===== src/include/bundle_macros.svh =====
// Bundle lane parameters
`ifndef BUNDLE_MACROS_SVH
`define BUNDLE_MACROS_SVH

// Lane count, lane id must cover every lane
`define NUM_LANES 4
`define LANE_ID_W 2

// Packet and descriptor field widths
`define ADDR_W 32
`define DATA_W 32
`define COUNT_W 16

// Queue depths in packets, powers of two
`define ARBITER_DEPTH 8
`define RESPONSE_DEPTH 4

`endif


===== src/source/memory_pkg.sv =====
// Memory packet types
`include "bundle_macros.svh"

package memory_pkg;

    // Only two operations reach memory
    typedef enum logic {
        cmd_read  = 1'b0,
        cmd_write = 1'b1
    } memory_cmd_t;

    // ------------------------------------------------------------------------
    // Shared request and response packet
    // ------------------------------------------------------------------------
    // 68 bits, valid sits in the top bit
    typedef struct packed {
        logic                  valid;
        // Lane that issued the request, echoed back by memory
        logic [`LANE_ID_W-1:0] lane_id;
        memory_cmd_t           cmd;
        logic [`ADDR_W-1:0]    address;
        // Write data on requests, read data on responses
        logic [`DATA_W-1:0]    data;
    } memory_packet_t;

endpackage : memory_pkg


===== src/source/lane_pkg.sv =====
// Lane control types
`include "bundle_macros.svh"

package lane_pkg;

    // Kernel descriptor, broadcast to every lane
    typedef struct packed {
        logic                valid;
        logic [`ADDR_W-1:0]  base_address;
        logic [`ADDR_W-1:0]  result_address;
        logic [`COUNT_W-1:0] vertex_count;
    } kernel_descriptor_t;

    // Lane FSM states
    typedef enum logic [2:0] {
        lane_idle  = 3'd0,
        lane_read  = 3'd1,
        lane_drain = 3'd2,
        lane_write = 3'd3,
        lane_done  = 3'd4
    } lane_state_t;

endpackage : lane_pkg


===== src/source/request_arbiter.sv =====
// Lane request arbiter
`timescale 1ns/1ps
`include "bundle_macros.svh"

module request_arbiter (
    input  logic                       ap_clk,
    input  logic                       areset,
    input  memory_pkg::memory_packet_t lane_request [`NUM_LANES],
    output logic [`NUM_LANES-1:0]      lane_request_ready,
    output memory_pkg::memory_packet_t request_out,
    input  logic                       request_ready,
    output logic                       queue_empty
);

    import memory_pkg::*;

    localparam int PTR_W = $clog2(`ARBITER_DEPTH);
    localparam logic [PTR_W:0] DEPTH_COUNT = (PTR_W+1)'(`ARBITER_DEPTH);

    memory_packet_t        queue_mem [`ARBITER_DEPTH];
    logic [PTR_W-1:0]      write_ptr;
    logic [PTR_W-1:0]      read_ptr;
    logic [PTR_W:0]        queue_count;
    logic                  queue_full;
    logic                  push;
    logic                  pop;
    logic [`NUM_LANES-1:0] grant;
    logic [`LANE_ID_W-1:0] grant_index;
    logic [`LANE_ID_W-1:0] last_winner;

    assign queue_full  = (queue_count == DEPTH_COUNT);
    assign queue_empty = (queue_count == '0);

    // ------------------------------------------------------------------------
    // Round-robin grant
    // ------------------------------------------------------------------------
    // Search starts one past the last winner and wraps
    always_comb begin
        logic [`LANE_ID_W-1:0] candidate;
        logic                  found;
        grant       = '0;
        grant_index = last_winner;
        found       = 1'b0;
        for (int k = 1; k <= `NUM_LANES; k++) begin
            candidate = last_winner + `LANE_ID_W'(k);
            if (!queue_full && !found && lane_request[candidate].valid) begin
                grant[candidate] = 1'b1;
                grant_index      = candidate;
                found            = 1'b1;
            end
        end
    end

    // Granted lane sees its transfer this cycle
    assign lane_request_ready = grant;
    assign push = |grant;
    assign pop  = !queue_empty && request_ready;

    // Queue head goes straight to the port register
    always_comb begin
        request_out       = queue_mem[read_ptr];
        request_out.valid = !queue_empty;
    end

    // ------------------------------------------------------------------------
    // Circular queue
    // ------------------------------------------------------------------------
    always_ff @(posedge ap_clk) begin
        if (areset) begin
            write_ptr   <= '0;
            read_ptr    <= '0;
            queue_count <= '0;
            // Lane 0 wins first
            last_winner <= '1;
        end else begin
            if (push) begin
                write_ptr   <= write_ptr + 1'b1;
                last_winner <= grant_index;
            end
            if (pop) begin
                read_ptr <= read_ptr + 1'b1;
            end
            case ({push, pop})
                2'b10:   queue_count <= queue_count + 1'b1;
                2'b01:   queue_count <= queue_count - 1'b1;
                default: queue_count <= queue_count;
            endcase
        end
    end

    always_ff @(posedge ap_clk) begin
        if (push) begin
            queue_mem[write_ptr] <= lane_request[grant_index];
        end
    end

    // At most one lane wins per cycle
    assert property (@(posedge ap_clk) disable iff (areset) $onehot0(grant));

    // A push never lands on the unread head entry
    assert property (@(posedge ap_clk) disable iff (areset)
        push |-> (queue_empty || write_ptr != read_ptr));

endmodule : request_arbiter


===== src/source/response_distributor.sv =====
// Memory response distributor
`timescale 1ns/1ps
`include "bundle_macros.svh"

module response_distributor (
    input  logic                       ap_clk,
    input  logic                       areset,
    input  memory_pkg::memory_packet_t response_in,
    output logic                       response_ready,
    output memory_pkg::memory_packet_t lane_response [`NUM_LANES],
    output logic                       queue_empty
);

    import memory_pkg::*;

    localparam int PTR_W = $clog2(`RESPONSE_DEPTH);
    localparam logic [PTR_W:0] ALMOST_FULL = (PTR_W+1)'(`RESPONSE_DEPTH - 1);

    memory_packet_t        queue_mem [`NUM_LANES][`RESPONSE_DEPTH];
    logic [PTR_W-1:0]      write_ptr [`NUM_LANES];
    logic [PTR_W-1:0]      read_ptr [`NUM_LANES];
    logic [PTR_W:0]        queue_count [`NUM_LANES];
    logic [`NUM_LANES-1:0] push;
    logic [`NUM_LANES-1:0] pop;
    logic [`NUM_LANES-1:0] almost_full;

    // Route by lane id, pop whatever is queued
    always_comb begin
        for (int j = 0; j < `NUM_LANES; j++) begin
            push[j]        = response_in.valid && (response_in.lane_id == `LANE_ID_W'(j));
            pop[j]         = (queue_count[j] != '0);
            almost_full[j] = (queue_count[j] >= ALMOST_FULL);
            lane_response[j]       = queue_mem[j][read_ptr[j]];
            lane_response[j].valid = pop[j];
        end
    end

    // Stall memory while any lane is one entry from full
    assign response_ready = ~|almost_full;
    assign queue_empty    = ~|pop;

    // ------------------------------------------------------------------------
    // Per-lane queues
    // ------------------------------------------------------------------------
    always_ff @(posedge ap_clk) begin
        if (areset) begin
            for (int j = 0; j < `NUM_LANES; j++) begin
                write_ptr[j]   <= '0;
                read_ptr[j]    <= '0;
                queue_count[j] <= '0;
            end
        end else begin
            for (int j = 0; j < `NUM_LANES; j++) begin
                if (push[j]) begin
                    write_ptr[j] <= write_ptr[j] + 1'b1;
                end
                if (pop[j]) begin
                    read_ptr[j] <= read_ptr[j] + 1'b1;
                end
                case ({push[j], pop[j]})
                    2'b10:   queue_count[j] <= queue_count[j] + 1'b1;
                    2'b01:   queue_count[j] <= queue_count[j] - 1'b1;
                    default: queue_count[j] <= queue_count[j];
                endcase
            end
        end
    end

    always_ff @(posedge ap_clk) begin
        for (int j = 0; j < `NUM_LANES; j++) begin
            if (push[j]) begin
                queue_mem[j][write_ptr[j]] <= response_in;
            end
        end
    end

    // Memory only ever answers reads
    assert property (@(posedge ap_clk) disable iff (areset)
        response_in.valid |-> (response_in.cmd == cmd_read));

endmodule : response_distributor


===== src/source/lane_engine.sv =====
// Graph processing lane
`timescale 1ns/1ps
`include "bundle_macros.svh"

module lane_engine #(
    parameter int LANE_INDEX = 0
) (
    input  logic                         ap_clk,
    input  logic                         areset,
    input  lane_pkg::kernel_descriptor_t descriptor_in,
    output memory_pkg::memory_packet_t   lane_request,
    input  logic                         lane_request_ready,
    input  memory_pkg::memory_packet_t   lane_response,
    output logic                         done_out
);

    import memory_pkg::*;
    import lane_pkg::*;

    lane_state_t         state;
    logic [`ADDR_W-1:0]  read_address;
    logic [`ADDR_W-1:0]  write_address;
    logic [`COUNT_W-1:0] vertex_count;
    logic [`COUNT_W-1:0] issued;
    logic [`COUNT_W-1:0] received;
    logic [`DATA_W-1:0]  sum;
    logic                start;
    logic                request_fire;
    logic                last_read;
    logic                last_response;

    // A new kernel is taken only when the lane rests
    assign start = descriptor_in.valid && (state == lane_idle || state == lane_done);
    assign request_fire  = lane_request.valid && lane_request_ready;
    assign last_read     = (issued == vertex_count - `COUNT_W'(1));
    assign last_response = lane_response.valid && (received == vertex_count - `COUNT_W'(1));
    assign done_out      = (state == lane_idle) || (state == lane_done);

    // ------------------------------------------------------------------------
    // Lane FSM
    // ------------------------------------------------------------------------
    always_ff @(posedge ap_clk) begin
        if (areset) begin
            state    <= lane_idle;
            issued   <= '0;
            received <= '0;
            sum      <= '0;
        end else begin
            case (state)
                lane_idle, lane_done: begin
                    if (start) begin
                        issued   <= '0;
                        received <= '0;
                        sum      <= '0;
                        // Empty slice writes a zero sum right away
                        state <= (descriptor_in.vertex_count == '0) ? lane_write : lane_read;
                    end
                end
                lane_read: begin
                    if (request_fire) begin
                        issued <= issued + 1'b1;
                        if (last_read) begin
                            state <= lane_drain;
                        end
                    end
                end
                lane_drain: begin
                    if (last_response) begin
                        state <= lane_write;
                    end
                end
                lane_write: begin
                    if (request_fire) begin
                        state <= lane_done;
                    end
                end
                default: state <= lane_idle;
            endcase
            // Responses overlap the reads, so sum in read and drain alike
            if (lane_response.valid) begin
                received <= received + 1'b1;
                sum      <= sum + lane_response.data;
            end
        end
    end

    // Slice start is base plus lane index times count
    always_ff @(posedge ap_clk) begin
        if (start) begin
            vertex_count  <= descriptor_in.vertex_count;
            write_address <= descriptor_in.result_address + `ADDR_W'(LANE_INDEX);
            read_address  <= descriptor_in.base_address
                           + `ADDR_W'(LANE_INDEX) * `ADDR_W'(descriptor_in.vertex_count);
        end else if (state == lane_read && request_fire) begin
            read_address <= read_address + 1'b1;
        end
    end

    // Request built from registers only, stable until taken
    always_comb begin
        lane_request.valid   = (state == lane_read) || (state == lane_write);
        lane_request.lane_id = `LANE_ID_W'(LANE_INDEX);
        lane_request.cmd     = (state == lane_write) ? cmd_write : cmd_read;
        lane_request.address = (state == lane_write) ? write_address : read_address;
        lane_request.data    = (state == lane_write) ? sum : '0;
    end

    // Distributor never routes a stray response to an idle lane
    assert property (@(posedge ap_clk) disable iff (areset)
        (state == lane_idle) |-> !lane_response.valid);

endmodule : lane_engine


===== src/source/bundle_lanes.sv =====
// Lane bundle top level
`timescale 1ns/1ps
`include "bundle_macros.svh"

module bundle_lanes (
    input  logic                         ap_clk,
    input  logic                         areset_lanes,
    input  lane_pkg::kernel_descriptor_t descriptor_in,
    output memory_pkg::memory_packet_t   request_out,
    input  logic                         request_ready,
    input  memory_pkg::memory_packet_t   response_in,
    output logic                         response_ready,
    output logic                         done_out
);

    import memory_pkg::*;
    import lane_pkg::*;

    logic                  reset_top;
    logic                  reset_arbiter;
    logic                  reset_distributor;
    logic                  reset_lane [`NUM_LANES];
    kernel_descriptor_t    descriptor_reg;
    kernel_descriptor_t    descriptor_lane [`NUM_LANES];
    logic                  descriptor_seen;
    memory_packet_t        response_reg;
    memory_packet_t        arbiter_out;
    logic                  arbiter_ready;
    logic                  arbiter_empty;
    logic                  distributor_empty;
    memory_packet_t        lane_request [`NUM_LANES];
    logic [`NUM_LANES-1:0] lane_request_ready;
    memory_packet_t        lane_response [`NUM_LANES];
    logic [`NUM_LANES-1:0] lane_done;

    // ------------------------------------------------------------------------
    // Reset fan-out and descriptor broadcast
    // ------------------------------------------------------------------------
    always_ff @(posedge ap_clk) begin
        reset_top         <= areset_lanes;
        reset_arbiter     <= areset_lanes;
        reset_distributor <= areset_lanes;
        for (int j = 0; j < `NUM_LANES; j++) begin
            reset_lane[j] <= areset_lanes;
        end
    end

    // Port stage then one copy per lane, two cycles in all
    always_ff @(posedge ap_clk) begin
        descriptor_reg <= descriptor_in;
        for (int j = 0; j < `NUM_LANES; j++) begin
            descriptor_lane[j] <= descriptor_reg;
        end
        if (reset_top) begin
            descriptor_reg.valid <= 1'b0;
            for (int j = 0; j < `NUM_LANES; j++) begin
                descriptor_lane[j].valid <= 1'b0;
            end
        end
    end

    // ------------------------------------------------------------------------
    // Memory port registers
    // ------------------------------------------------------------------------
    // Output stage refills when empty or drained this cycle
    assign arbiter_ready = !request_out.valid || request_ready;

    always_ff @(posedge ap_clk) begin
        if (arbiter_ready) begin
            request_out <= arbiter_out;
        end
        response_reg       <= response_in;
        response_reg.valid <= response_in.valid && response_ready;
        if (reset_top) begin
            request_out.valid  <= 1'b0;
            response_reg.valid <= 1'b0;
        end
    end

    // Done waits for a kernel, all lanes, and empty queues and stages
    always_ff @(posedge ap_clk) begin
        if (reset_top) begin
            descriptor_seen <= 1'b0;
            done_out        <= 1'b0;
        end else begin
            descriptor_seen <= descriptor_seen || descriptor_reg.valid;
            done_out <= descriptor_seen && (&lane_done) && arbiter_empty
                     && distributor_empty && !request_out.valid && !response_reg.valid
                     && !descriptor_in.valid && !descriptor_reg.valid
                     && !descriptor_lane[0].valid;
        end
    end

    // ------------------------------------------------------------------------
    // Arbiter, distributor and lanes
    // ------------------------------------------------------------------------
    request_arbiter i_request_arbiter (
        .ap_clk             (ap_clk),
        .areset             (reset_arbiter),
        .lane_request       (lane_request),
        .lane_request_ready (lane_request_ready),
        .request_out        (arbiter_out),
        .request_ready      (arbiter_ready),
        .queue_empty        (arbiter_empty)
    );

    response_distributor i_response_distributor (
        .ap_clk         (ap_clk),
        .areset         (reset_distributor),
        .response_in    (response_reg),
        .response_ready (response_ready),
        .lane_response  (lane_response),
        .queue_empty    (distributor_empty)
    );

    for (genvar j = 0; j < `NUM_LANES; j++) begin : generate_lane
        lane_engine #(
            .LANE_INDEX(j)
        ) i_lane_engine (
            .ap_clk             (ap_clk),
            .areset             (reset_lane[j]),
            .descriptor_in      (descriptor_lane[j]),
            .lane_request       (lane_request[j]),
            .lane_request_ready (lane_request_ready[j]),
            .lane_response      (lane_response[j]),
            .done_out           (lane_done[j])
        );
    end

endmodule : bundle_lanes


===== config.mk =====
export PLATFORM = sky130hd
export DESIGN_NAME = bundle_lanes
export DESIGN_NICKNAME = d
export VERILOG_FILES = /design/src/source/memory_pkg.sv /design/src/source/lane_pkg.sv /design/src/source/request_arbiter.sv /design/src/source/response_distributor.sv /design/src/source/lane_engine.sv /design/src/source/bundle_lanes.sv
export VERILOG_INCLUDE_DIRS = /design/src /design/src/include
export SDC_FILE = /design/constraint.sdc
export NUM_CORES = 2
export LEC_CHECK = 0
export BUFFER_PORTS_ARGS = -buffer_cell sky130_fd_sc_hd__buf_2
export CORE_MARGIN = 10
export CORE_UTILIZATION = 63
export DETAILED_ROUTE_END_ITERATION = 8
export PLACE_DENSITY_LB_ADDON = 0.08
export SLEW_MARGIN = 20
export SYNTH_ARGS = -nofsm -noshare
export SYNTH_HDL_FRONTEND = slang
export SYNTH_SLANG_ARGS = --single-unit

===== constraint.sdc =====
create_clock -name ap_clk -period 13.1 [get_ports ap_clk]
set_input_delay 1.31 -clock ap_clk [delete_from_list [all_inputs] [get_ports ap_clk]]
set_output_delay 1.31 -clock ap_clk [all_outputs]
set_load 0.005 [all_outputs]

### Word level (Yosys, flattened, before mapping)

Memory sizes are Yosys's and may differ from the RTL's. A register that Yosys moved wholly into a read port is not among the register bits.
Cells that the tools add are included.
W data, S select, Z words.

| word-level totals | value |
|---|---|
| register bits | 753 |
| bits in latches | 0 |
| bits in writable memories | 1988 |
| ROM bits | 0 |
| bits of input ports | 152 |
| logic and storage cells | 590 |
| memories kept | 7 |

Memories:

| name | depth | bits a word | read ports | clocked after memory_dff | write ports | line | RTL |
|---|---|---|---|---|---|---|---|
| i_response_distributor.queue_mem | 4 | 272 | 4 | 0 | 1 | response_distributor.sv:19 | `` memory_packet_t queue_mem [`NUM_LANES][`RESPONSE_DEPTH]; `` |
| i_request_arbiter.queue_mem | 8 | 68 | 1 | 1 | 1 | request_arbiter.sv:20 | `` memory_packet_t queue_mem [`ARBITER_DEPTH]; `` |
| descriptor_lane | 4 | 81 | 4 | 0 | 4 | bundle_lanes.sv:24 | `` kernel_descriptor_t descriptor_lane [`NUM_LANES]; `` |
| i_response_distributor.queue_count | 4 | 3 | 4 | 0 | 4 | response_distributor.sv:22 | `` logic [PTR_W:0] queue_count [`NUM_LANES]; `` |
| i_response_distributor.read_ptr | 4 | 2 | 4 | 0 | 4 | response_distributor.sv:21 | `` logic [PTR_W-1:0] read_ptr [`NUM_LANES]; `` |
| i_response_distributor.write_ptr | 4 | 2 | 4 | 0 | 4 | response_distributor.sv:20 | `` logic [PTR_W-1:0] write_ptr [`NUM_LANES]; `` |
| 1 more memories | - | - | - | - | - | - |  |

| cells by class | value |
|---|---|
| $add $sub $neg | 49 |
| multipliers | 1 |
| div/mod/pow operators | 0 |
| magnitude comparators | 29 |
| equal/unequal tests | 58 |
| shifts and indexed selects | 0 |
| mux-type cells | 236 |
| bitwise logic cells | 40 |
| reductions and logical operators | 125 |

Operators by type and width:

| kind | number |
|---|---|
| $mux W272 | 10 |
| $bmux W68 S2 | 9 |
| $mux W32 | 36 |
| $mux W68 | 14 |
| $reduce_or A272 Y1 | 3 |
| $demux W68 S2 | 4 |
| $mux W16 | 16 |
| $add A32 B1 Y32 const B | 5 |
| $add A16 B1 Y16 const B | 8 |
| $add A32 B32 Y32 | 4 |
| $eq A16 B16 Y1 | 8 |
| $pmux W16 S2 | 4 |
| $mux W3 | 32 |
| $mux W1 | 79 |
| $add A32 B2 Y32 const B | 2 |
| $logic_not A16 Y1 | 4 |
| $sub A16 B1 Y16 const B | 4 |
| $pmux W3 S4 | 4 |
| $logic_and A1 B1 Y1 | 45 |
| $ne A2 B1 Y1 const B | 20 |
| $ge A3 B3 Y1 const B | 13 |
| $not A2 Y3 | 13 |
| $mux W2 | 19 |
| $reduce_bool A2 Y1 | 17 |
| 38 further kinds | 165 |

### Logic depth before layout (Yosys ltp)

| depth | value |
|---|---|
| depth after elaboration | 23 |
| gate-level depth with buffers | 18 |
| depth with buffers taken out | 15 |

### Cells and area by module

A second synthesis with hierarchy kept.

| unflattened totals | value |
|---|---|
| cells, all modules | 7429 |
| area total of the unflattened synthesis | 111071.5 um2 |

Modules (own cells, without submodules):

| module | instances | cells each | area each (um2) | sequential area each (um2) |
|---|---|---|---|---|
| response_distributor | 1 | 1593 | 40711.5 | 33031.7 |
| request_arbiter | 1 | 995 | 22898.2 | 16395.7 |
| lane_engine at generate_lane[3].i_lane_engine | 1 | 1277 | 11229.5 | 3743.6 |
| lane_engine at generate_lane[1].i_lane_engine | 1 | 1150 | 10380.0 | 3743.6 |
| lane_engine at generate_lane[2].i_lane_engine | 1 | 1164 | 10324.9 | 3743.6 |
| lane_engine at generate_lane[0].i_lane_engine | 1 | 935 | 8740.9 | 3743.6 |
| bundle_lanes | 1 | 315 | 6786.5 | 6696.4 |

### Least setup slack after synthesis

Ideal clock, no wire load.

| timing path | value |
|---|---|
| kind | register -> register |
| start point | register i_request_arbiter.last_winner[0] |
| end point | memory i_request_arbiter.queue_mem[1][0] (netlist name), enable pin |
| setup time | 0.681 ns |
| arrival time | 9.186 ns |
| required time | 12.419 ns |
| slack | 3.232 ns |
| cell stages (with the launch flop) | 12 |
| path through | dfxtp_1 -> buf_2 -> inv_2 -> ha_1 -> buf_2 -> a2111oi_4 -> o211ai_4 -> o2111ai_2 -> or4_1 -> buf_2 -> inv_2 -> nor4b_1 |

| between the ends | value |
|---|---|
| cells in the longest elaborated chain, start to end | 22 |
| elaborated cells on any way between the ends | 62 |
| those cells by class | add/sub: 3; order compare: 8; mux: 29; bitwise: 7; reduce/logical: 15 |

Ends and longest elaborated chain:

| element | line | RTL |
|---|---|---|
| start: declaration | request_arbiter.sv:29 | `` logic [`LANE_ID_W-1:0] last_winner; `` |
| start signal: assignment | request_arbiter.sv:78 | `last_winner <= grant_index;` |
| $add A2 B1 Y2 | request_arbiter.sv:45 | `` candidate = last_winner + `LANE_ID_W'(k); `` |
| $not A2 Y3 (implied by the code) | request_arbiter.sv:46 | `if (!queue_full && !found && lane_request[candidate].valid) begin` |
| $bmux W68 S2 | request_arbiter.sv:46 |  |
| $mux W68 (implied by the code) (2 in series) | request_arbiter.sv:46 |  |
| $logic_and A1 B1 Y1 | request_arbiter.sv:46 |  |
| $mux W1 | request_arbiter.sv:46 |  |
| $logic_not A1 Y1 | request_arbiter.sv:46 |  |
| $logic_and A1 B1 Y1 (2 in series) | request_arbiter.sv:46 |  |
| [... 2 more ...] | - |  |
| $logic_and A1 B1 Y1 (2 in series) | request_arbiter.sv:46 |  |
| $mux W1 | request_arbiter.sv:46 |  |
| $logic_not A1 Y1 | request_arbiter.sv:46 |  |
| $logic_and A1 B1 Y1 (2 in series) | request_arbiter.sv:46 |  |
| $mux W4 (*) | request_arbiter.sv:46 |  |
| $reduce_or A4 Y1 (*) | request_arbiter.sv:56 | `assign push = \|grant;` |
| $mux W1 (*) | request_arbiter.sv:92 | `if (push) begin` |
| $mux W1 (implied by the code) (*) | request_arbiter.sv:93 | `queue_mem[write_ptr] <= lane_request[grant_index];` |
| end: declaration | request_arbiter.sv:20 |  |

Mark *: on every way between the ends. The rest lies on a longest branch, timed or not. The select of a mux whose other input is x is not followed.

==> results by group <==
Route
  • Total number of vias: 55.0k
  • Drt via density: 6.40
  • DRC: 0
  • Total Wirelength: 223 mm
  • Antenna viol nets, final: 0
  • DRT Pass-1 Iters: 6
  • DR WL/cell: 25.9 um
  • DR iter-0 viols: 6,467

Power
  • Max rail drop VDD: 130 uV
  • Gate power share: 29.2%
  • Clock Power Share: 28.6%
  • PnR Total Power: 19.6 mW
  • Internal: 13.3 mW
  • Register share of total power: 42.2%
  • Sw Share: 32.2%
  • Net Sw Power: 6.30 mW
  • Leakage: 34.8 nW
  • Pwr per Cell Area: 202 mW/mm^2

Critical path
  • Max stage delay cell, worst path: edfxtp_1
  • Worst setup EP type: flop
  • Worst EP arrival: 6.16 ns
  • FF-to-FF path depth: 12
  • Worst Setup Path Type: flop to flop
  • Max incr delay on CP: 0.89 ns
  • Crit path cell chain: mux4_2, ha_1, fa_1, a211oi_1, o21ai_0, a311oi_1, o2111ai_1, a41oi_1, o21ai_0, a211oi_1, mux2i_1, nand2_1
  • CP max FO: 11
  • Startpoint types: flop
  • Critical Path RT: 13.82 ns

Logic synthesis
  • Post-Syn Area: 0.0876 mm^2
  • Adder-cell area share of the yosys netlist: 4.04%
  • Main combinational cell family by area after synthesis: multiplexers
  • Synth Area in Compound Gates: 7.30%
  • #FFs+latches synth: 1,944
  • Count of flip-flops with a built-in enable after synthesis: 1,463
  • Async S/R FF share, synth: 0%
  • Seq/Total Area, Yosys: 61.2%
  • Mux cell area share after synthesis: 10.3%
  • Mean Syn Cell Area: 13.6 um^2
  • Post-Synth XOR/XNOR Area: 6.30%
  • Yosys Warn Count: 0
  • Synthesized instance count: 6,424
  • Main synth FF type: edfxtp_1
  • Netlist cell types: 96
  • Synthesized Nets: 6,843
  • Synth Area in Simple Gates: 8.97%

Clock tree
  • Worst skew pair latency: 0.85 ns
  • CTS Hold Bufs: 0
  • H-tree levels: 4
  • Setup Fix Bufs, Post-CTS: 0
  • TritonCTS clock tree: built
  • Clk sinks: 1,944
  • Maximum root-to-sink buffer count: 3
  • Reg clk slew, reported paths: 0.07 ns
  • Root Buffer: clkbuf_16
  • PostCTS Resize Cnt: 0
  • Num CTS Buffers: 192

Timing
  • Fin Clk Skew: 0.0494 ns
  • RSZ-0062 raised after global routing: no
  • Slew @ Worst Pin: 1.25 ns
  • Setup Viol. Count Final: 0
  • Final worst-path cycle share: 41.6%
  • Worst hold slack: 0.324 ns
  • Slew Viols, Final: 0
  • FMAX: 0.184 GHz
  • Final Hold Vio Count: 0
  • Final min period: 5.45 ns
  • Slew Limit Headroom: 16.1%
  • Setup ws final: 7.65 ns
  • Setup tns final: 0 ns

Final layout
  • Largest Register: i_request_arbiter.queue_mem
  • Fin cells: 8,593
  • Final Instance Area: 0.0971 mm^2
  • Top Registers: i_request_arbiter.queue_mem x536, i_response_distributor.queue_mem x512
  • Max FFs per register: 536
  • Layout cells sized above 1: 15.4%
  • Fill cells: 9,240
  • Final nets: 7,047
  • Storage cell area: 0.0536 mm^2
  • Fin util: 70.4%
  • Area growth syn-to-layout: 10.8%
  • Multi-input gate area: 0.0325 mm^2

Global routing
  • First-pass GRT wire length: 332 mm
  • Largest net degree at the start of global routing: 87
  • Vias in the first global route: 53.5k
  • Initial antenna violation count: 5
  • Grt ovf: 0
  • Overall global routing resource usage: 28.8%

Min path
  • HP Class: flop to flop
  • Hold Path Depth: 0

Floorplanning
  • Core ar.: 0.138 mm^2
  • Site Rows: 136
  • Boundary pin count: 222
  • Die ar.: 0.154 mm^2
  • Die height: 393 um
  • Starting Density: 63.5%
  • Die W: 393 um

Placed design
  • Gp weighted congestion: 0.939
  • Hpwl dp: 149 mm
  • Port Buffer Count: 188
  • Dpl ws: 7.57 ns
  • Area after DPL: 0.0905 mm^2
  • Placed cells: 8,227

Job
  • MaxCap Viol Count: 0

Run status
  • Status: finished, final reports clean
==> cells by family (layout without fill, tap and decap cells) <==
kind of cell | Yosys count | after routing
compound gates | 996 | 996
xor+xnor | 630 | 630
fa+ha+maj | 267 | 267
buf+inv | 441 | 815
flops | 1944 | 1944
mux | 519 | 519
other cells | 0 | 1
simple gates | 1627 | 1627
==> layout by cell type, fill, tap and decap left out, types with 75 or more instances in the layout <==
cell / instances
edfxtp_1: 1463
dfxtp_1: 477
nand2_1: 441
nor2_1: 411
xnor2_1: 357
mux4_2: 298
xor2_1: 272
a21oi_1: 260
o21ai_0: 257
ha_1: 241
nand3_1: 200
clkbuf_16: 197
buf_2: 188
inv_1: 168
mux2i_1: 147
nor3_1: 107
buf_4: 87
nand4_1: 85
and3_1: 80
a21o_1: 75
==> power groups by stage <==
stage,Sequential [mW],Combinational (mW),Clock (mW)
global route,8.33,6.21,5.91
floorplan,8.16,4.01,0
finish,8.26,5.71,5.60
global placement,8.34,5.47,0
CTS,8.25,5.65,5.66
detailed placement,8.38,5.61,0
==> layer usage <==
layer  vias to the layer above  share of wire [%]  track usage [%]
li1                      24686                  -                -
met1                     27391                 42             42.6
met2                      2607                 44             42.2
met3                       335                 12             8.24
met4                         4                2.1             6.70
met5                         -              0.015                0
==> path summary, 6_finish.rpt <==
check	startpoint	endpoint	slack, ns
setup reg to reg	i_response_distributor.read_ptr[0][0]$_SDFFCE_PN0P_	generate_lane[0].i_lane_engine.sum[30]$_SDFFE_PP0P_	7.65
setup / recovery	i_response_distributor.read_ptr[0][0]$_SDFFCE_PN0P_	generate_lane[0].i_lane_engine.sum[30]$_SDFFE_PP0P_	7.65
hold / removal	descriptor_reg[1]$_DFF_P_	descriptor_lane[3][1]$_DFF_P_	0.32
hold reg to reg	descriptor_reg[1]$_DFF_P_	descriptor_lane[3][1]$_DFF_P_	0.32
==> critical path, delay by kind of cell (launching register included) <==
family | cells | cell delay, ns
compound gates | 7 | 2.87
flops | 1 | 0.89
fa+ha+maj | 2 | 0.67
simple gates | 1 | 0.06
mux | 2 | 0.83
==> cells in the mapped netlist (19+ instances only) <==
cell | n | area share [%]
edfxtp_1 | 1463 | 50
dfxtp_1 | 481 | 11
nand2_1 | 449 | 1.9
nor2_1 | 421 | 1.8
xnor2_1 | 358 | 3.6
mux4_2 | 298 | 7.7
xor2_1 | 272 | 2.7
a21oi_1 | 265 | 1.5
o21ai_0 | 257 | 1.5
ha_1 | 241 | 3.4
nand3_1 | 200 | 1.1
clkbuf_1 | 198 | 0.85
inv_1 | 171 | 0.73
mux2i_1 | 147 | 1.7
nor3_1 | 110 | 0.63
nand4_1 | 85 | 0.61
and3_1 | 80 | 0.57
a21o_1 | 75 | 0.64
mux2_2 | 74 | 0.95
a22oi_1 | 59 | 0.51
a211oi_1 | 47 | 0.40
or3_1 | 41 | 0.29
buf_1 | 40 | 0.17
a221oi_1 | 34 | 0.34
a31oi_1 | 33 | 0.24
and2_1 | 32 | 0.23
nor2b_1 | 31 | 0.22
nor4_1 | 31 | 0.22
fa_1 | 26 | 0.59
o21a_1 | 26 | 0.22
nand2b_1 | 24 | 0.17
or2_2 | 23 | 0.16
buf_2 | 22 | 0.13
a22o_1 | 21 | 0.21
o21bai_1 | 20 | 0.17
nor3b_1 | 19 | 0.16
==> cell type report <==
class / count / share of cell area, %
clock buffers: 262 / 5.47
diodes: 1 / 0.00258
clock inverters: 102 / 1.19
inverters: 176 / 0.687
well taps: 1794 / 2.31
repair buffers: 275 / 1.64
flip-flops and latches: 1944 / 55.2
multi-input cells: 4039 / 33.5
No activity file was read; power rests on OpenSTA's default activity.
